--- config.mk ---
export PLATFORM = sky130hd
export DESIGN_NAME = uart_top
export DESIGN_NICKNAME = d
export VERILOG_FILES = /design/src/rtl/uart_pkg.sv /design/src/rtl/uart_fifo.sv /design/src/rtl/uart_baud_gen.sv /design/src/rtl/uart_tx.sv /design/src/rtl/uart_rx.sv /design/src/rtl/uart_regs.sv /design/src/rtl/uart_top.sv
export SDC_FILE = /design/constraint.sdc
export NUM_CORES = 1
export LEC_CHECK = 0
export BUFFER_PORTS_ARGS = -buffer_cell sky130_fd_sc_hd__buf_2
export CAP_MARGIN = 30
export CORE_UTILIZATION = 60
export DETAILED_ROUTE_END_ITERATION = 16
export HOLD_SLACK_MARGIN = 0.1
export PLACE_DENSITY = 0.78
export SYNTH_ARGS = -nofsm -noshare
export SYNTH_HDL_FRONTEND = slang
export SYNTH_SLANG_ARGS = --single-unit
--- constraint.sdc ---
create_clock -name clk -period 3.35 [get_ports clk]
set_input_delay 0.8375 -clock clk [delete_from_list [all_inputs] [get_ports clk]]
set_output_delay 0.8375 -clock clk [all_outputs]
set_load 0.005 [all_outputs]
--- src/rtl/uart_pkg.sv ---
package uart_pkg;

  // ------------------------------------------------------------------------
  // widths
  // ------------------------------------------------------------------------
  localparam int DATA_W     = 8;    // character width, fixed 8N1
  localparam int WB_DW      = 32;   // wishbone data bus
  localparam int OVERSAMPLE = 16;   // baud ticks per serial bit
  localparam int DIV_W      = 16;   // baud divisor width

  // register map on the 2-bit wishbone address
  typedef enum logic [1:0] {
    ADDR_DATA   = 2'd0,  // write pushes tx fifo, read pops rx fifo
    ADDR_STATUS = 2'd1,  // line status, read clears overrun
    ADDR_CTRL   = 2'd2,  // divisor and interrupt enables
    ADDR_IIR    = 2'd3   // interrupt identification, read only
  } reg_addr_e;

  // ------------------------------------------------------------------------
  // state machines
  // ------------------------------------------------------------------------
  typedef enum logic [1:0] {
    TX_IDLE,
    TX_START,
    TX_DATA,
    TX_STOP
  } tx_state_e;

  typedef enum logic [1:0] {
    RX_IDLE,
    RX_START,
    RX_DATA,
    RX_STOP
  } rx_state_e;

  // iir bits 3:1, higher code wins
  typedef enum logic [2:0] {
    II_NONE = 3'b000,
    II_THRE = 3'b001,
    II_RDA  = 3'b010,
    II_RLS  = 3'b011
  } iir_code_e;

  // line status bit positions
  localparam int LS_DR  = 0;  // rx fifo not empty
  localparam int LS_OE  = 1;  // sticky overrun
  localparam int LS_TFE = 5;  // tx fifo empty
  localparam int LS_TE  = 6;  // tx fifo empty and shifter idle

  // control register fields
  localparam int CTRL_DIV_LSB = 0;
  localparam int CTRL_IE_RDA  = 16;
  localparam int CTRL_IE_THRE = 17;
  localparam int CTRL_IE_RLS  = 18;

endpackage

--- src/rtl/uart_fifo.sv ---
module uart_fifo #(
  parameter int FIFO_DEPTH = 16       // power of two
) (
  input  logic                        clk,
  input  logic                        arst_n_i,
  input  logic                        push_i,
  input  logic [uart_pkg::DATA_W-1:0] wdata_i,
  input  logic                        pop_i,
  output logic [uart_pkg::DATA_W-1:0] rdata_o,   // head, valid when not empty
  output logic                        full_o,
  output logic                        empty_o
);
  import uart_pkg::*;

  localparam int AW    = $clog2(FIFO_DEPTH);
  localparam int CNT_W = AW + 1;

  logic [DATA_W-1:0] mem [FIFO_DEPTH];
  logic [AW-1:0]     wr_ptr_q;
  logic [AW-1:0]     rd_ptr_q;
  logic [CNT_W-1:0]  count_q;
  logic              do_push;
  logic              do_pop;

  assign full_o  = (count_q == CNT_W'(FIFO_DEPTH));
  assign empty_o = (count_q == '0);
  assign do_push = push_i & ~full_o;    // push on full is ignored
  assign do_pop  = pop_i & ~empty_o;    // pop on empty is ignored
  assign rdata_o = mem[rd_ptr_q];

  // storage
  always_ff @(posedge clk)
  begin
    if (do_push)
      mem[wr_ptr_q] <= wdata_i;
  end

  // pointers wrap on their own since depth is a power of two
  always_ff @(posedge clk or negedge arst_n_i)
  begin
    if (!arst_n_i)
    begin
      wr_ptr_q <= '0;
      rd_ptr_q <= '0;
      count_q  <= '0;
    end
    else
    begin
      if (do_push)
        wr_ptr_q <= wr_ptr_q + 1'b1;
      if (do_pop)
        rd_ptr_q <= rd_ptr_q + 1'b1;
      case ({do_push, do_pop})
        2'b10:   count_q <= count_q + 1'b1;
        2'b01:   count_q <= count_q - 1'b1;
        default: count_q <= count_q;        // both or neither
      endcase
    end
  end

endmodule

--- src/rtl/uart_baud_gen.sv ---
module uart_baud_gen (
  input  logic                       clk,
  input  logic                       arst_n_i,
  input  logic [uart_pkg::DIV_W-1:0] divisor_i,
  output logic                       tick_o     // one cycle in every divisor
);
  import uart_pkg::*;

  logic [DIV_W-1:0] cnt_q;
  logic [DIV_W-1:0] div_q;  // last divisor, to spot a rewrite

  always_ff @(posedge clk or negedge arst_n_i)
  begin
    if (!arst_n_i)
    begin
      cnt_q  <= '0;
      div_q  <= '0;
      tick_o <= 1'b0;
    end
    else
    begin
      div_q  <= divisor_i;
      tick_o <= 1'b0;
      if (divisor_i == '0)
        cnt_q <= '0;                       // stopped
      else if (divisor_i != div_q)
        cnt_q <= divisor_i - 1'b1;         // new rate, restart count
      else if (cnt_q == '0)
      begin
        cnt_q  <= divisor_i - 1'b1;        // reload
        tick_o <= 1'b1;
      end
      else
        cnt_q <= cnt_q - 1'b1;
    end
  end

endmodule

--- src/rtl/uart_tx.sv ---
module uart_tx (
  input  logic                        clk,
  input  logic                        arst_n_i,
  input  logic                        tick_i,
  input  logic                        fifo_empty_i,
  input  logic [uart_pkg::DATA_W-1:0] fifo_data_i,
  output logic                        fifo_pop_o,
  output logic                        busy_o,
  output logic                        stx_o
);
  import uart_pkg::*;

  tx_state_e         state_q;
  logic [3:0]        tick_cnt_q;  // ticks within the current bit
  logic [2:0]        bit_idx_q;
  logic [DATA_W-1:0] shreg_q;     // lsb goes out first
  logic              bit_end;     // last tick of a bit

  assign bit_end    = tick_i && (tick_cnt_q == 4'(OVERSAMPLE - 1));
  assign fifo_pop_o = (state_q == TX_IDLE) && tick_i && !fifo_empty_i;
  assign busy_o     = (state_q != TX_IDLE);

  // --------------------------------------------------------------------------
  // frame sequencing
  // --------------------------------------------------------------------------
  always_ff @(posedge clk or negedge arst_n_i)
  begin
    if (!arst_n_i)
    begin
      state_q    <= TX_IDLE;
      tick_cnt_q <= '0;
      bit_idx_q  <= '0;
    end
    else
    begin
      if (state_q == TX_IDLE)
        tick_cnt_q <= '0;
      else if (tick_i)
        tick_cnt_q <= bit_end ? 4'd0 : tick_cnt_q + 1'b1;

      case (state_q)
        TX_IDLE:
        begin
          bit_idx_q <= '0;
          if (fifo_pop_o)
            state_q <= TX_START;
        end
        TX_START:
          if (bit_end)
            state_q <= TX_DATA;
        TX_DATA:
          if (bit_end)
          begin
            bit_idx_q <= bit_idx_q + 1'b1;
            if (bit_idx_q == 3'(DATA_W - 1))
              state_q <= TX_STOP;               // all 8 bits out
          end
        default:
          if (bit_end)
            state_q <= TX_IDLE;                 // stop bit done
      endcase
    end
  end

  // payload shift register
  always_ff @(posedge clk)
  begin
    if (fifo_pop_o)
      shreg_q <= fifo_data_i;
    else if ((state_q == TX_DATA) && bit_end)
      shreg_q <= shreg_q >> 1;
  end

  // line level from state, idle and stop are high
  always_comb
  begin
    case (state_q)
      TX_START: stx_o = 1'b0;
      TX_DATA:  stx_o = shreg_q[0];
      default:  stx_o = 1'b1;
    endcase
  end

endmodule

--- src/rtl/uart_rx.sv ---
module uart_rx (
  input  logic                        clk,
  input  logic                        arst_n_i,
  input  logic                        tick_i,
  input  logic                        srx_i,       // async serial in
  output logic                        rx_valid_o,  // one-cycle push
  output logic [uart_pkg::DATA_W-1:0] rx_byte_o
);
  import uart_pkg::*;

  rx_state_e  state_q;
  logic       sync1_q;
  logic       sync2_q;        // synchronized line
  logic       prev_q;         // for falling edge
  logic [3:0] tick_cnt_q;
  logic [2:0] bit_idx_q;
  logic       fall;
  logic       half_end;       // mid start bit
  logic       bit_end;        // mid of the next bit

  // --------------------------------------------------------------------------
  // input synchronizer, idle high out of reset
  // --------------------------------------------------------------------------
  always_ff @(posedge clk or negedge arst_n_i)
  begin
    if (!arst_n_i)
    begin
      sync1_q <= 1'b1;
      sync2_q <= 1'b1;
      prev_q  <= 1'b1;
    end
    else
    begin
      sync1_q <= srx_i;
      sync2_q <= sync1_q;
      prev_q  <= sync2_q;
    end
  end

  assign fall     = prev_q & ~sync2_q;
  assign half_end = tick_i && (tick_cnt_q == 4'(OVERSAMPLE / 2 - 1));
  assign bit_end  = tick_i && (tick_cnt_q == 4'(OVERSAMPLE - 1));

  // --------------------------------------------------------------------------
  // receive fsm
  // --------------------------------------------------------------------------
  always_ff @(posedge clk or negedge arst_n_i)
  begin
    if (!arst_n_i)
    begin
      state_q    <= RX_IDLE;
      tick_cnt_q <= '0;
      bit_idx_q  <= '0;
      rx_valid_o <= 1'b0;
    end
    else
    begin
      rx_valid_o <= 1'b0;
      case (state_q)
        RX_IDLE:
        begin
          tick_cnt_q <= '0;
          bit_idx_q  <= '0;
          if (fall)
            state_q <= RX_START;
        end
        RX_START:
          if (half_end)
          begin
            tick_cnt_q <= '0;
            state_q    <= sync2_q ? RX_IDLE : RX_DATA;  // glitch, not a start
          end
          else if (tick_i)
            tick_cnt_q <= tick_cnt_q + 1'b1;
        RX_DATA:
          if (bit_end)
          begin
            tick_cnt_q <= '0;
            bit_idx_q  <= bit_idx_q + 1'b1;
            if (bit_idx_q == 3'(DATA_W - 1))
              state_q <= RX_STOP;
          end
          else if (tick_i)
            tick_cnt_q <= tick_cnt_q + 1'b1;
        default:
          if (bit_end)
          begin
            rx_valid_o <= sync2_q;      // low stop bit drops the frame
            state_q    <= RX_IDLE;
          end
          else if (tick_i)
            tick_cnt_q <= tick_cnt_q + 1'b1;
      endcase
    end
  end

  // data bits arrive lsb first, shift in from the top
  always_ff @(posedge clk)
  begin
    if ((state_q == RX_DATA) && bit_end)
      rx_byte_o <= {sync2_q, rx_byte_o[DATA_W-1:1]};
  end

endmodule

--- src/rtl/uart_regs.sv ---
module uart_regs #(
  parameter int FIFO_DEPTH = 16
) (
  input  logic                        clk,
  input  logic                        arst_n_i,
  input  logic                        wb_cyc_i,
  input  logic                        wb_stb_i,
  input  logic                        wb_we_i,
  input  logic [1:0]                  wb_adr_i,
  input  logic [uart_pkg::WB_DW-1:0]  wb_dat_i,
  output logic [uart_pkg::WB_DW-1:0]  wb_dat_o,
  output logic                        wb_ack_o,
  input  logic                        tx_full_i,
  input  logic                        tx_empty_i,
  input  logic                        tx_busy_i,
  input  logic                        rx_valid_i,
  input  logic                        rx_full_i,
  input  logic                        rx_empty_i,
  input  logic [uart_pkg::DATA_W-1:0] rx_rdata_i,
  output logic                        tx_push_o,
  output logic [uart_pkg::DATA_W-1:0] tx_wdata_o,
  output logic                        rx_pop_o,
  output logic [uart_pkg::DIV_W-1:0]  divisor_o,
  output logic                        int_o
);
  import uart_pkg::*;

  localparam int CNT_W = $clog2(FIFO_DEPTH) + 1;  // holds 0..FIFO_DEPTH

  reg_addr_e        adr;
  logic             req;        // cyc and stb
  logic             wr_acc;     // write taking effect this cycle
  logic             rd_acc;     // read taking effect this cycle
  logic [DIV_W-1:0] div_q;
  logic             ie_rda_q;
  logic             ie_thre_q;
  logic             ie_rls_q;
  logic             oe_q;       // sticky rx overrun
  logic             dr;
  logic             te;
  logic             rls_c;
  logic             rda_c;
  logic             thre_c;
  iir_code_e        iir_code;
  logic [WB_DW-1:0] ctrl_word;
  logic [WB_DW-1:0] status_word;
  logic [WB_DW-1:0] iir_word;
  logic [WB_DW-1:0] data_word;

  // --------------------------------------------------------------------------
  // wishbone handshake
  // --------------------------------------------------------------------------
  assign adr    = reg_addr_e'(wb_adr_i);
  assign req    = wb_cyc_i & wb_stb_i;
  assign wr_acc = req & wb_ack_o & wb_we_i;   // side effects happen with ack
  assign rd_acc = req & wb_ack_o & ~wb_we_i;

  // single-cycle ack, one clock after the request
  always_ff @(posedge clk or negedge arst_n_i)
  begin
    if (!arst_n_i)
      wb_ack_o <= 1'b0;
    else
      wb_ack_o <= req & ~wb_ack_o;
  end

  assign tx_push_o  = wr_acc && (adr == ADDR_DATA) && !tx_full_i;  // full drops it
  assign tx_wdata_o = wb_dat_i[DATA_W-1:0];
  assign rx_pop_o   = rd_acc && (adr == ADDR_DATA) && !rx_empty_i;

  // control register
  always_ff @(posedge clk or negedge arst_n_i)
  begin
    if (!arst_n_i)
    begin
      div_q     <= '0;        // zero divisor keeps the baud gen quiet
      ie_rda_q  <= 1'b0;
      ie_thre_q <= 1'b0;
      ie_rls_q  <= 1'b0;
    end
    else if (wr_acc && (adr == ADDR_CTRL))
    begin
      div_q     <= wb_dat_i[CTRL_DIV_LSB +: DIV_W];
      ie_rda_q  <= wb_dat_i[CTRL_IE_RDA];
      ie_thre_q <= wb_dat_i[CTRL_IE_THRE];
      ie_rls_q  <= wb_dat_i[CTRL_IE_RLS];
    end
  end

  assign divisor_o = div_q;

  // overrun: byte arrives while rx fifo is full, set beats clear
  always_ff @(posedge clk or negedge arst_n_i)
  begin
    if (!arst_n_i)
      oe_q <= 1'b0;
    else if (rx_valid_i && rx_full_i)
      oe_q <= 1'b1;
    else if (rd_acc && (adr == ADDR_STATUS))
      oe_q <= 1'b0;
  end

  // --------------------------------------------------------------------------
  // status, iir and interrupt
  // --------------------------------------------------------------------------
  assign dr     = ~rx_empty_i;
  assign te     = tx_empty_i & ~tx_busy_i;
  assign rls_c  = ie_rls_q & oe_q;
  assign rda_c  = ie_rda_q & dr;     // no trigger level, any byte counts
  assign thre_c = ie_thre_q & te;

  always_comb
  begin
    // priority: line status, then rx data, then tx empty
    if (rls_c)
      iir_code = II_RLS;
    else if (rda_c)
      iir_code = II_RDA;
    else if (thre_c)
      iir_code = II_THRE;
    else
      iir_code = II_NONE;
  end

  always_comb
  begin
    status_word                 = '0;
    status_word[LS_DR]          = dr;
    status_word[LS_OE]          = oe_q;
    status_word[LS_TFE]         = tx_empty_i;
    status_word[LS_TE]          = te;
    status_word[16 +: CNT_W]    = CNT_W'(FIFO_DEPTH);  // fifo depth, read only

    iir_word      = '0;
    iir_word[3:1] = iir_code;
    iir_word[0]   = (iir_code == II_NONE);   // low means pending

    ctrl_word                          = '0;
    ctrl_word[CTRL_DIV_LSB +: DIV_W]   = div_q;
    ctrl_word[CTRL_IE_RDA]             = ie_rda_q;
    ctrl_word[CTRL_IE_THRE]            = ie_thre_q;
    ctrl_word[CTRL_IE_RLS]             = ie_rls_q;

    data_word = '0;
    if (!rx_empty_i)
      data_word[DATA_W-1:0] = rx_rdata_i;   // empty fifo reads as zero
  end

  // read mux, sampled by the master while ack is high
  always_comb
  begin
    case (adr)
      ADDR_DATA:   wb_dat_o = data_word;
      ADDR_STATUS: wb_dat_o = status_word;
      ADDR_CTRL:   wb_dat_o = ctrl_word;
      default:     wb_dat_o = iir_word;
    endcase
  end

  // level interrupt, one cycle behind its condition
  always_ff @(posedge clk or negedge arst_n_i)
  begin
    if (!arst_n_i)
      int_o <= 1'b0;
    else
      int_o <= rls_c | rda_c | thre_c;
  end

endmodule

--- src/rtl/uart_top.sv ---
module uart_top #(
  parameter int FIFO_DEPTH = 16
) (
  input  logic                       clk,
  input  logic                       arst_n_i,
  input  logic                       wb_cyc_i,
  input  logic                       wb_stb_i,
  input  logic                       wb_we_i,
  input  logic [1:0]                 wb_adr_i,
  input  logic [uart_pkg::WB_DW-1:0] wb_dat_i,
  output logic [uart_pkg::WB_DW-1:0] wb_dat_o,
  output logic                       wb_ack_o,
  input  logic                       srx_i,     // serial in, idle high
  output logic                       stx_o,     // serial out
  output logic                       int_o
);
  import uart_pkg::*;

  logic [DIV_W-1:0]  divisor;
  logic              tick;      // 16x bit rate strobe

  // transmit path
  logic              tx_push;
  logic [DATA_W-1:0] tx_wdata;
  logic              tx_pop;
  logic [DATA_W-1:0] tx_rdata;
  logic              tx_full;
  logic              tx_empty;
  logic              tx_busy;

  // receive path
  logic              rx_valid;
  logic [DATA_W-1:0] rx_byte;
  logic              rx_pop;
  logic [DATA_W-1:0] rx_rdata;
  logic              rx_full;
  logic              rx_empty;

  uart_regs #(
    .FIFO_DEPTH (FIFO_DEPTH)
  ) u_regs (
    .clk        (clk),
    .arst_n_i   (arst_n_i),
    .wb_cyc_i   (wb_cyc_i),
    .wb_stb_i   (wb_stb_i),
    .wb_we_i    (wb_we_i),
    .wb_adr_i   (wb_adr_i),
    .wb_dat_i   (wb_dat_i),
    .wb_dat_o   (wb_dat_o),
    .wb_ack_o   (wb_ack_o),
    .tx_full_i  (tx_full),
    .tx_empty_i (tx_empty),
    .tx_busy_i  (tx_busy),
    .rx_valid_i (rx_valid),
    .rx_full_i  (rx_full),
    .rx_empty_i (rx_empty),
    .rx_rdata_i (rx_rdata),
    .tx_push_o  (tx_push),
    .tx_wdata_o (tx_wdata),
    .rx_pop_o   (rx_pop),
    .divisor_o  (divisor),
    .int_o      (int_o)
  );

  uart_baud_gen u_baud_gen (
    .clk       (clk),
    .arst_n_i  (arst_n_i),
    .divisor_i (divisor),
    .tick_o    (tick)
  );

  uart_fifo #(
    .FIFO_DEPTH (FIFO_DEPTH)
  ) u_tx_fifo (
    .clk      (clk),
    .arst_n_i (arst_n_i),
    .push_i   (tx_push),
    .wdata_i  (tx_wdata),
    .pop_i    (tx_pop),
    .rdata_o  (tx_rdata),
    .full_o   (tx_full),
    .empty_o  (tx_empty)
  );

  uart_fifo #(
    .FIFO_DEPTH (FIFO_DEPTH)
  ) u_rx_fifo (
    .clk      (clk),
    .arst_n_i (arst_n_i),
    .push_i   (rx_valid),  // no back-pressure, full drops the byte
    .wdata_i  (rx_byte),
    .pop_i    (rx_pop),
    .rdata_o  (rx_rdata),
    .full_o   (rx_full),
    .empty_o  (rx_empty)
  );

  uart_tx u_tx (
    .clk          (clk),
    .arst_n_i     (arst_n_i),
    .tick_i       (tick),
    .fifo_empty_i (tx_empty),
    .fifo_data_i  (tx_rdata),
    .fifo_pop_o   (tx_pop),
    .busy_o       (tx_busy),
    .stx_o        (stx_o)
  );

  uart_rx u_rx (
    .clk        (clk),
    .arst_n_i   (arst_n_i),
    .tick_i     (tick),
    .srx_i      (srx_i),
    .rx_valid_o (rx_valid),
    .rx_byte_o  (rx_byte)
  );

endmodule

# Yosys cells after proc, flatten, opt, wreduce, memory -nomap -nowiden
# Memory sizes are Yosys's and may differ from the RTL's.
# Cells that the tools add are included.
[op_classes]
n_bitwise = 24
n_eq_ne = 27
reduce_logical = 40
muxes = 49
addsub = 14
[ops]
columns = ["cell", "n"]
rows = [
  ["21-bit case mux with 3 select lines", 1],
  ["16-bit two-way mux", 3],
  ["16-bit logical NOT", 2],
  ["16-bit by 1-bit subtractor with 16-bit output, second input constant", 2],
  ["4-bit two-way mux", 7],
  ["4-bit by 1-bit adder with 4-bit output, second input constant", 6],
  ["8-bit two-way mux", 3],
  ["2-bit two-way mux", 11],
  ["5-bit case mux with 2 select lines", 2],
  ["2-bit nonzero test", 9],
  ["16-bit != test", 1],
  ["1-bit bitwise AND", 14],
  ["1-bit logical AND", 14],
  ["2-bit by 1-bit != test with 1-bit output, second input constant", 7],
  ["1-bit two-way mux", 12],
  ["3-bit two-way mux", 4],
  ["2-bit case mux with 3 select lines", 2],
  ["3-bit case mux with 2 select lines", 2],
  ["4-bit case mux with 3 select lines", 1],
  ["5-bit by 1-bit adder with 5-bit output, second input constant", 2],
  ["2-bit by 1-bit equality test with 1-bit output, second input constant", 5],
  ["2-bit equality test, second input constant", 5],
  ["5-bit equality test, second input constant", 2],
  ["5-bit logical NOT", 2],
  ["17 further kinds", 35],
]
[word_totals]
input_bits = 40
ram_bits = 256
memories = 2
out_inout_bits = 35
word_cells = 184
regBits = 119
[memory_table]
columns = ["memory", "words", "word_bits", "read_ports", "rd_ports_with_merged_regs", "wr", "line", "text"]
rows = [
  ["u_rx_fifo.mem", 16, 8, 1, 0, 1, "uart_fifo.sv:18", "logic [DATA_W-1:0] mem [FIFO_DEPTH];"],
  ["u_tx_fifo.mem", 16, 8, 1, 0, 1, "uart_fifo.sv:18", ""],
]

# Depth between registers and ports, before layout
# Gate-level depths: netlist of run 1.
[logic_depth]
word_depth = 9
depth_mapped = 14
mapped_depth_nobuf = 12

# By module
# A second synthesis of run 1 with hierarchy kept.
[unflattened]
cells_unflattened = 1121
hier_area_um2 = 16728.5
[modules_own_cells]
columns = ["module", "cells_each", "area_each_um2", "seq_area_each_um2", "instances"]
rows = [
  ["uart_fifo", 332, 5779.3, 4169.0, 2],
  ["uart_baud_gen", 178, 1931.9, 825.8, 1],
  ["uart_regs", 122, 1366.3, 550.5, 1],
  ["uart_rx", 82, 977.2, 569.3, 1],
  ["uart_tx", 75, 894.6, 465.4, 1],
]

# Worst setup path after synthesis of run 1
# No wires, ideal clock.
[synth_path]
kind = "input -> register"
startpoint = "in wb_adr_i[0]"
endpoint = "reg u_rx_fifo.count_q[4]"
arrival_ps = 3249
n_path_buf = 1
cell_stages = 12
slack_ps = 22
setup_time_ps = 79
required_time_ps = 3271
cell_sequence = "clkbuf_1 nor2_1 o21ai_0 nor3_1 ha_1 inv_1 fa_1 nor2b_1 o21ai_0 and3_1 nor3_1 xor2_1"
[synth_between]
elab_chain_len = 6
word_cells_on_any_way = 8
cone_classes = "eq/ne (2); mux (1); bitwise (1); reduce/logical (4)"
[synth_lines]
columns = ["element", "line", "text"]
rows = [
  ["from (decl)", "uart_top.sv:9", "input logic [1:0] wb_adr_i,"],
  ["2-bit logical NOT (*)", "uart_regs.sv:69", "assign rx_pop_o = rd_acc && (adr == ADDR_DATA) && !rx_empty_i;"],
  ["1-bit logical AND (*) (2 in series)", "uart_regs.sv:69", ""],
  ["1-bit bitwise AND (*)", "uart_fifo.sv:28", "assign do_pop = pop_i & ~empty_o;"],
  ["named net u_rx_fifo.do_pop", "uart_fifo.sv:23", "logic do_pop;"],
  ["2-bit by 1-bit equality test with 1-bit output or 2-bit equality test (tied branches)", "uart_fifo.sv:53", "case ({do_push, do_pop})"],
  ["5-bit case mux with 2 select lines or 2-bit nonzero test (tied branches)", "n/a", ""],
  ["to (signal assigned)", "uart_fifo.sv:54", "2'b10: count_q <= count_q + 1'b1;"],
  ["to (signal assigned)", "uart_fifo.sv:55", "2'b01: count_q <= count_q - 1'b1;"],
  ["to (signal assigned)", "uart_fifo.sv:56", "default: count_q <= count_q;"],
  ["to (decl)", "uart_fifo.sv:21", "logic [CNT_W-1:0] count_q;"],
]
# Mark *: on every way through the listed nets, which the timed path passes. The rest lies on a longest branch.
# A chain may end at the register's enable or synchronous reset.

# Worst setup path in the final report of run 1
[layout_path]
startpoint = "reg u_rx_fifo.rd_ptr_q[0]"
endpoint = "out wb_dat_o[4] in the netlist's numbering"
[layout_between]
elab_chain_len = 3
[layout_lines]
columns = ["element", "line", "text"]
rows = [
  ["from (decl)", "uart_fifo.sv:20", "logic [AW-1:0] rd_ptr_q;"],
  ["from (signal assigned)", "uart_fifo.sv:52", "rd_ptr_q <= rd_ptr_q + 1'b1;"],
  ["memory read 16 x 8 bit", "n/a", ""],
  ["8-bit two-way mux", "uart_regs.sv:145", "if (!rx_empty_i)"],
  ["21-bit case mux with 3 select lines", "uart_regs.sv:152", "case (adr)"],
  ["to (decl)", "uart_top.sv:11", "output logic [uart_pkg::WB_DW-1:0] wb_dat_o,"],
]
# No other way between the ends.

==> results.rst, run 1 <==
.. list-table::
   :header-rows: 1

   * - Metric
     - Value
   * - Switching share of power
     - 23.3%
   * - Data required time at the worst endpoint
     - roughly 2.5 ns
   * - Sw Pwr
     - approximately 2.6 mW
   * - Area grow syn2layout
     - 15.9%
   * - Final hold slack
     - between 0.2 and 0.3 ns
   * - CTS tree
     - done
   * - Largest buffer count on any clock path
     - 3
   * - Area of the core
     - around 26000 sq um
   * - Biggest fanout along the worst timing path
     - 6
   * - Number of buffers added by the clock tree synthesis step
     - 39
   * - Die Y-Extent
     - 166 microns
   * - Sinks on Clock Net
     - 375
   * - Filler Cells Inserted
     - 1614
   * - Share of power burned in registers
     - between 40% and 50%
   * - Yosys Warn Count
     - 0
   * - Antenna violations before repair
     - 0
   * - Register area share after synthesis
     - roughly two thirds
   * - Reg2Reg Depth
     - 12
   * - Accumulated negative setup slack
     - -0.0880 ns
   * - Slowest cell on the critical path
     - sky130_fd_sc_hd__dfrtp_4
   * - Power per unit of standard cell area
     - roughly 590 nW/um^2
   * - Fraction of the cycle the final worst path needs
     - 101%
   * - Max-slew violation count
     - 0
   * - Number of nets at the end of the flow
     - between 1000 and 1500
   * - Number of antenna-violating nets in the routed design
     - 0
   * - Sequential standard cell area
     - 10800 sq um
   * - Highest ir drop seen on vdd
     - about 0.57 mV
   * - Multi-input logic area
     - about 5300 sq um
   * - Number of port buffers
     - just under 50
   * - Total setup violations reported at the end of the flow
     - 3
   * - Mean instance size in the synthesized netlist
     - between 15 and 20 sq um
   * - Share of total power in combinational logic
     - between 10% and 20%
   * - Count of endpoints failing hold in the final timing report
     - 0
   * - EDFF count, synth
     - 272
   * - R2R Setup Slk
     - around 0.30 ns
   * - CP Data Arrival Time
     - approximately 2.6 ns
   * - DP Wirelength
     - 21500 microns
   * - Overall die width
     - approximately 170 microns
   * - Layout cell share with drive strength beyond 1
     - around 28%
   * - Overall routing resource usage
     - between 20 and 25%
   * - Count of boundary I/O pins
     - 75
   * - Clk pin slew, worst setup/hold paths
     - 0.06 ns
   * - Buffers & Inverters on Critical Path
     - 3
   * - Library cell used as clock root buffer
     - sky130_fd_sc_hd__clkbuf_16
   * - Routed wire length per instance
     - 22.1 microns
   * - Violated checks
     - DRC, setup timing
   * - Number of inserted diodes
     - 0
   * - Cell leakage power
     - slightly below 7 nW
   * - Final Wtd Congestion
     - ~0.84
   * - Leading cell type in the layout, fill and taps excluded
     - sky130_fd_sc_hd__edfxtp_1
   * - Share of power burned in the clock network
     - 39.9%
   * - Drt via density
     - 6.06
   * - Internal portion of total power
     - roughly 8.5 mW
   * - Reg2reg end
     - u_tx_fifo.count_q[4]
   * - DRT Wirelength
     - 33300 microns
   * - Setup WS post-layout
     - -0.0438 ns
   * - Setup repair after global routing missed its margin
     - yes
   * - Gate family responsible for the most delay along the worst path
     - compound AO/OA/AOI/OAI gates
   * - CP peak stage delay
     - slightly below 0.5 ns
   * - Yosys cell types
     - 63
   * - Measured slew at the worst slew-check pin
     - between 0.8 and 0.9 ns
   * - Residual DRC
     - 3
   * - Category of the worst setup path capture point
     - output pin
   * - Number of global-route vias before repair
     - about 9500
   * - Top FF cell, synth
     - sky130_fd_sc_hd__edfxtp_1
   * - Highest-count cells in the layout ignoring fill and taps
     - sky130_fd_sc_hd__edfxtp_1, sky130_fd_sc_hd__dfrtp_1, sky130_fd_sc_hd__mux4_2
   * - Cell area after synthesis
     - around 16000 sq um
   * - Overall power
     - ~11 mW
   * - Remaining max-slew budget at the tightest pin
     - 43.2%
   * - Worst hold-check path type
     - in2async
   * - F_max
     - 295 MHz
   * - Startpoint of the worst-slack reg-to-reg timing path
     - u_tx_fifo.count_q[3]
   * - Max-capacitance violation count
     - 0
   * - Finished Core Util
     - a little under three quarters
   * - Post-route minimum period
     - about 3.4 ns
   * - Status
     - complete, but fails checks
   * - Die Outline Area
     - ~28000 sq um
   * - Via total after detailed routing
     - around 9100
   * - Crit path cell chain
     - buf_12, buf_6, mux4_2, nor2b_4, a211oi_4, a21oi_2, a22o_1, buf_2
   * - Setup slack after placement
     - around 0.086 ns
   * - Level count of the clock H-tree
     - 2
   * - Maximum number of pins on one net before global-route repair
     - between 40 and 50
   * - Post-Route Skew
     - around 0.016 ns
   * - Initial standard-cell utilization of the core
     - 61.7%
   * - Number of DRC markers after the initial detailed-route iteration
     - 871
   * - FFs w/ async S/R, synth
     - roughly 27%
   * - Global-route wire length before repair
     - approximately 52000 microns
   * - Cell row count
     - 59
   * - CP Launch Type
     - flip-flop
   * - Global route overflow
     - 0
   * - Number of optimization iterations in the first detailed-route pass
     - 13
   * - Skew-Pair Late Insertion Delay
     - 0.52 ns
   * - Post-synthesis cell count
     - between 1000 and 1500
   * - Post-synthesis sequential element count
     - roughly 380
   * - CTS Hold Bufs
     - 0
   * - CP Class
     - reg2out
-- worst max-delay path by stage --
stage,cells after the start,slack [ns],start,end
global placement,11,0.10,wb_we_i,u_tx_fifo.count_q[4]
detailed placement,11,0.09,wb_we_i,u_tx_fifo.count_q[4]
finish,8,-0.04,u_rx_fifo.rd_ptr_q[0],wb_dat_o[4]
CTS,7,-0.02,u_rx_fifo.rd_ptr_q[0],wb_dat_o[6]
floorplan,12,0.02,wb_adr_i[0],u_rx_fifo.count_q[4]
global route,8,-0.09,u_rx_fifo.rd_ptr_q[0],wb_dat_o[7]
-- per-layer routing --
layer	vias up	share of wire (%)	track usage (%)
li1	4126	-	-
met1	4637	41	32.4
met4	0	1.9	7.37
met5	-	0	0
met2	300	52	43.7
met3	53	4.9	3.69
-- through the flow --
stage / instance area, sq um / cells
floorplan: 16300 / 1040
global placement: 17100 / 1422
detailed placement: 17100 / 1422
CTS: 18700 / 1501
global route: 18800 / 1504
finish: 18800 / 1504
-- kinds of logic after synthesis --
| family | after synthesis | share of synthesized area [%] |
|---|---|---|
| buffers and inverters | 92 | 2.55 |
| xor gates and xnor gates | 59 | 3.19 |
| other | 1 | 0.0231 |
| muxes | 123 | 13.3 |
| DFF | 375 | 66.3 |
| adders and majority gates | 33 | 2.64 |
| and+or+nand+nor | 235 | 7.31 |
| AOI/OAI and AO/OA | 111 | 4.68 |
-- registers in the layout, indices dropped and copies added (netlist names), 2 cells and up --
signal              count
u_tx.tick_cnt_q         4
u_rx.tick_cnt_q         4
u_rx_fifo.count_q       5
u_rx.rx_byte_o          8
u_rx.state_q            2
u_rx_fifo.wr_ptr_q      4
u_tx.shreg_q            8
u_tx_fifo.count_q       5
u_tx_fifo.rd_ptr_q      4
u_rx_fifo.mem         128
u_rx.bit_idx_q          3
u_regs.divisor_o       16
u_tx.bit_idx_q          3
u_baud_gen.cnt_q       16
u_tx_fifo.mem         128
u_tx.state_q            2
u_rx_fifo.rd_ptr_q      4
u_tx_fifo.wr_ptr_q      4
u_baud_gen.div_q       16
-- area by class of cell --
class                           count  area share (%)
Sequential cell                   375            57.2
Multi-Input combinational cell    573            28.0
Clock buffer                       48            5.65
Timing Repair Buffer              126            4.89
Tap cell                          335            2.23
Clock inverter                     22            1.44
Inverter                           25           0.499
-- Yosys cell counts (all sizes together) (2+ instances only) --
master  instances  area [sq um]
nand2b          8          50.1
nand2          69           259
o21ai          29           145
a21oi          21           105
a311oi          3          32.5
a31oi           6          37.5
or4             6          52.6
and3            4          25.0
o21a            7          52.6
nor2           51           194
mux4           71          1600
nor3           21           105
fa              2          40.0
dfstp           3          78.8
dfrtp         100          2500
and2           16           100
or3             5          36.3
buf            31           184
nor2b           9          56.3
a221o           2          20.0
mux2i          21           210
a21boi          2          15.0
nand3          11          55.1
ha             31           388
a22oi           3          22.5
o22ai           3          18.8
mux2           31           349
edfxtp        272          8170
nand3b          4          30.0
a22o            8          70.1
clkbuf         36           135
inv            25          93.8
xor2           25           219
nor3b           3          22.5
a211o           3          26.3
a211oi         11          97.6
nor4           14           103
xnor2          34           298
nand4          11          68.8
o41ai           2          17.5
a21o            3          22.5
-- power groups by stage --
stage	Sequential, mW	Combinational [mW]	Clock, mW
final	5.31	1.37	4.44
after global routing	5.33	1.49	4.69
after CTS	5.30	1.34	4.50
after detailed placement	5.41	1.18	0
after global placement	5.41	1.15	0
after floorplan	5.30	0.910	0
-- repair_timing --
item / CTS / global route
gates cloned: 1 / 0
pin swaps: 9 / 8
gates resized for setup: 31 / 21
setup buffers: 8 / 3
setup endpoints to repair: 8 / 8
Power figures use the tool's default switching activity.
==> run 2: changes to the inputs <==
- PLACE_DENSITY: 0.78 -> unset
- PLACE_DENSITY_LB_ADDON: unset -> 0.3
==> run 2 against run 1 <==
Net effect:
- the flow still finishes with violations (DRC, setup timing)
- highest routed layer unchanged
- maximum frequency grew 0.47%
- first-iteration DRC count down 7.8%
- sequential share of layout area decreased by 0.14 points
- non-clock buffer count grew 8
- critical endpoint is now wb_dat_o[6]
- die area unchanged
- worst hold slack gained 0.029 ns
- clock skew increased by 0.0053 ns
- combinational power about the same
==> results.rst, run 2 (same netlist as run 1, synthesis figures left out) <==
.. list-table::
   :header-rows: 1

   * - Metric
     - Value
   * - Status
     - complete, but fails checks
   * - Violated checks
     - DRC, setup timing
   * - CP Class
     - reg2out
   * - Antenna violations before repair
     - 0 (unchanged)
   * - Worst hold-check path type
     - in2async
   * - Number of optimization iterations in the first detailed-route pass
     - 12 (-1)
   * - Library cell used as clock root buffer
     - sky130_fd_sc_hd__clkbuf_16
   * - Area of the core
     - 26300 sq um (unchanged)
   * - Number of inserted diodes
     - 0 (unchanged)
   * - Skew-Pair Late Insertion Delay
     - 0.52 ns (about the same)
   * - Setup crit start
     - u_rx_fifo.rd_ptr_q[2]
   * - Largest registers
     - u_rx_fifo.mem: 128 flops, u_tx_fifo.mem: 128 flops
   * - Gate family responsible for the most delay along the worst path
     - flip-flops
   * - Category of the worst setup path capture point
     - output pin
   * - Die Y-Extent
     - 166 microns (unchanged)
   * - Fraction of the cycle the final worst path needs
     - 101% (-0.47 points)
   * - Biggest fanout along the worst timing path
     - 20 (+14)
   * - Overall power
     - 11.1 mW (+0.24%)
   * - Setup WS post-layout
     - -0.0280 ns (+0.0157 ns)
   * - Leading cell type in the layout, fill and taps excluded
     - sky130_fd_sc_hd__edfxtp_1
   * - Maximum number of pins on one net before global-route repair
     - 44 (-4.3%)
   * - Area grow syn2layout
     - 16.2%
   * - Number of nets at the end of the flow
     - 1220 (+0.58%)
   * - Post-route minimum period
     - 3.38 ns (-0.0157 ns)
   * - Slowest cell on the critical path
     - sky130_fd_sc_hd__dfrtp_1
   * - Max-slew violation count
     - 0 (unchanged)
   * - Power per unit of standard cell area
     - 592 nW/um^2 (about the same)
   * - Cell count after placement
     - 1429 (+0.49%)
   * - Max-capacitance violation count
     - 0 (unchanged)
   * - CTS tree
     - done
   * - Count of endpoints failing hold in the final timing report
     - 0 (unchanged)
   * - Highest ir drop seen on vdd
     - 0.526 mV (-7.3%)
   * - Number of gates on the worst path with buffers counted
     - 6 (-2)
   * - Clk pin slew, worst setup/hold paths
     - 0.06 ns (about the same)
   * - Largest buffer count on any clock path
     - 3 (unchanged)
   * - Number of antenna-violating nets in the routed design
     - 0 (unchanged)
   * - Sequential standard cell area
     - 10800 sq um (about the same)
   * - F_max
     - 296 MHz (+0.47%)
   * - Layout cell share with drive strength beyond 1
     - 28.6% (+0.37 points)
   * - Global-route wire length before repair
     - 52100 microns (-0.57%)
   * - Sinks on Clock Net
     - 375 (unchanged)
   * - Overall die width
     - 166 microns (unchanged)
   * - CP peak stage delay
     - 0.61 ns (+0.12 ns)
   * - Number of non-filler instances in the completed layout
     - 1510 (+0.40%)
   * - Measured slew at the worst slew-check pin
     - 0.780 ns (-0.0682 ns)
   * - Cell row count
     - 59 (unchanged)
   * - Number of global-route vias before repair
     - 9255 (-2.4%)
   * - Filler Cells Inserted
     - 1585 (-1.8%)
   * - Reg2reg end
     - u_rx_fifo.count_q[4]
   * - Cell leakage power
     - 6.96 nW (+0.64%)
   * - Overall routing resource usage
     - 24.7% (-0.20 points)
   * - R2R Setup Slk
     - 0.27 ns (-0.03 ns)
   * - Last element of the critical path
     - wb_dat_o[6]
   * - Number of port buffers
     - 49 (unchanged)
   * - CP Launch Type
     - flip-flop
   * - Die Outline Area
     - 27700 sq um (unchanged)
   * - Final Wtd Congestion
     - 0.861 (+2.4%)
   * - Total setup violations reported at the end of the flow
     - 4 (+1)
   * - Initial standard-cell utilization of the core
     - 61.7% (unchanged)
   * - Residual DRC
     - 2 (-1)
   * - Reg2Reg Depth
     - 10 (-2)
   * - Via total after detailed routing
     - 9139 (+0.25%)
   * - Highest-count cells in the layout ignoring fill and taps
     - sky130_fd_sc_hd__edfxtp_1, sky130_fd_sc_hd__dfrtp_1, sky130_fd_sc_hd__buf_4
   * - Remaining max-slew budget at the tightest pin
     - 47.6% (+4.4 points)
   * - Startpoint of the worst-slack reg-to-reg timing path
     - u_rx_fifo.count_q[2]
   * - Buffers & Inverters on Critical Path
     - 2 (-1)
   * - CP Data Arrival Time
     - 2.54 ns (-0.02 ns)
   * - DRT Wirelength
     - 33500 microns (+0.72%)
   * - Crit path cell chain
     - buf_6, mux4_2, mux2i_2, a211oi_2, a221o_1, buf_2
   * - Count of boundary I/O pins
     - 75 (unchanged)
   * - Global route overflow
     - 0 (unchanged)
   * - Setup repair after global routing missed its margin
     - yes
   * - Routed wire length per instance
     - 22.2 microns (+0.32%)
   * - Level count of the clock H-tree
     - 2 (unchanged)
   * - DP Wirelength
     - 21500 microns (about the same)
   * - Post-Route Skew
     - 0.0210 ns (+0.00534 ns)
   * - Multi-input logic area
     - 5220 sq um (-0.93%)
   * - Drt via density
     - 6.05 (-0.15%)
   * - Finished Core Util
     - 71.7% (+0.17 points)
   * - Number of buffers added by the clock tree synthesis step
     - 38 (-2.6%)
   * - Data required time at the worst endpoint
     - 2.51 ns (about the same)
   * - Setup slack after placement
     - 0.125 ns (+0.0391 ns)
   * - Number of DRC markers after the initial detailed-route iteration
     - 803 (-7.8%)
-- run 2: what timing repair did --
action / 4_1_cts / 5_1_grt
setup endpoints to repair: 8 / 8
buffers inserted: 7 / 4
gates resized for setup: 21 / 19
gates cloned: 1 / 1
hold endpoints to repair: 0 / 0
hold buffers: 0 / 0
pin swaps: 6 / 6
-- run 2: worst min-delay path by stage --
stage | start | depth (start not counted) | endpoint | slack, ns
4_1_cts | arst_n_i | 1 | u_tx_fifo.rd_ptr_q[3] | 0.32
3_5_place_dp | u_rx.sync1_q | 0 | u_rx.sync2_q | 0.35
5_1_grt | arst_n_i | 1 | u_tx_fifo.rd_ptr_q[3] | 0.34
3_3_place_gp | u_rx.sync1_q | 0 | u_rx.sync2_q | 0.35
6_report | arst_n_i | 1 | u_tx_fifo.rd_ptr_q[3] | 0.31
2_1_floorplan | u_rx.sync1_q | 0 | u_rx.sync2_q | 0.35
-- run 2: metrics by stage --
stage	setup TNS (ns)	hold WS, ns	instance area (sq um)
after CTS	-0.0866	0.317	18700
after global placement	0	0.347	17200
after global routing	-0.430	0.338	18800
after floorplan	0	0.345	16300
final	-0.0662	0.307	18800
after detailed placement	0	0.348	17200
-- run 2: where the power goes --
part,internal [mW],switching [mW]
Clock,2.74,1.73
Sequential,5.11,0.206
Combinational,0.707,0.658
Total,8.55,2.60
-- run 2: final cells by class --
cell class	instances	share of cell area (%)
Tap cell	335	2.23
Clock buffer	47	5.45
Inverter	25	0.498
Multi-Input combinational cell	573	27.7
Timing Repair Buffer	134	5.38
Sequential cell	375	57.1
Clock inverter	21	1.63
-- run 2: per-layer routing --
metal	part of all wire (%)	wire length [microns]	GRT usage [%]	up-vias
met5	0	0	0	-
met4	2.0	679	7.05	0
met3	4.2	1420	3.22	54
met2	53	17700	43.6	252
met1	41	13700	32.3	4687
li1	-	-	-	4146
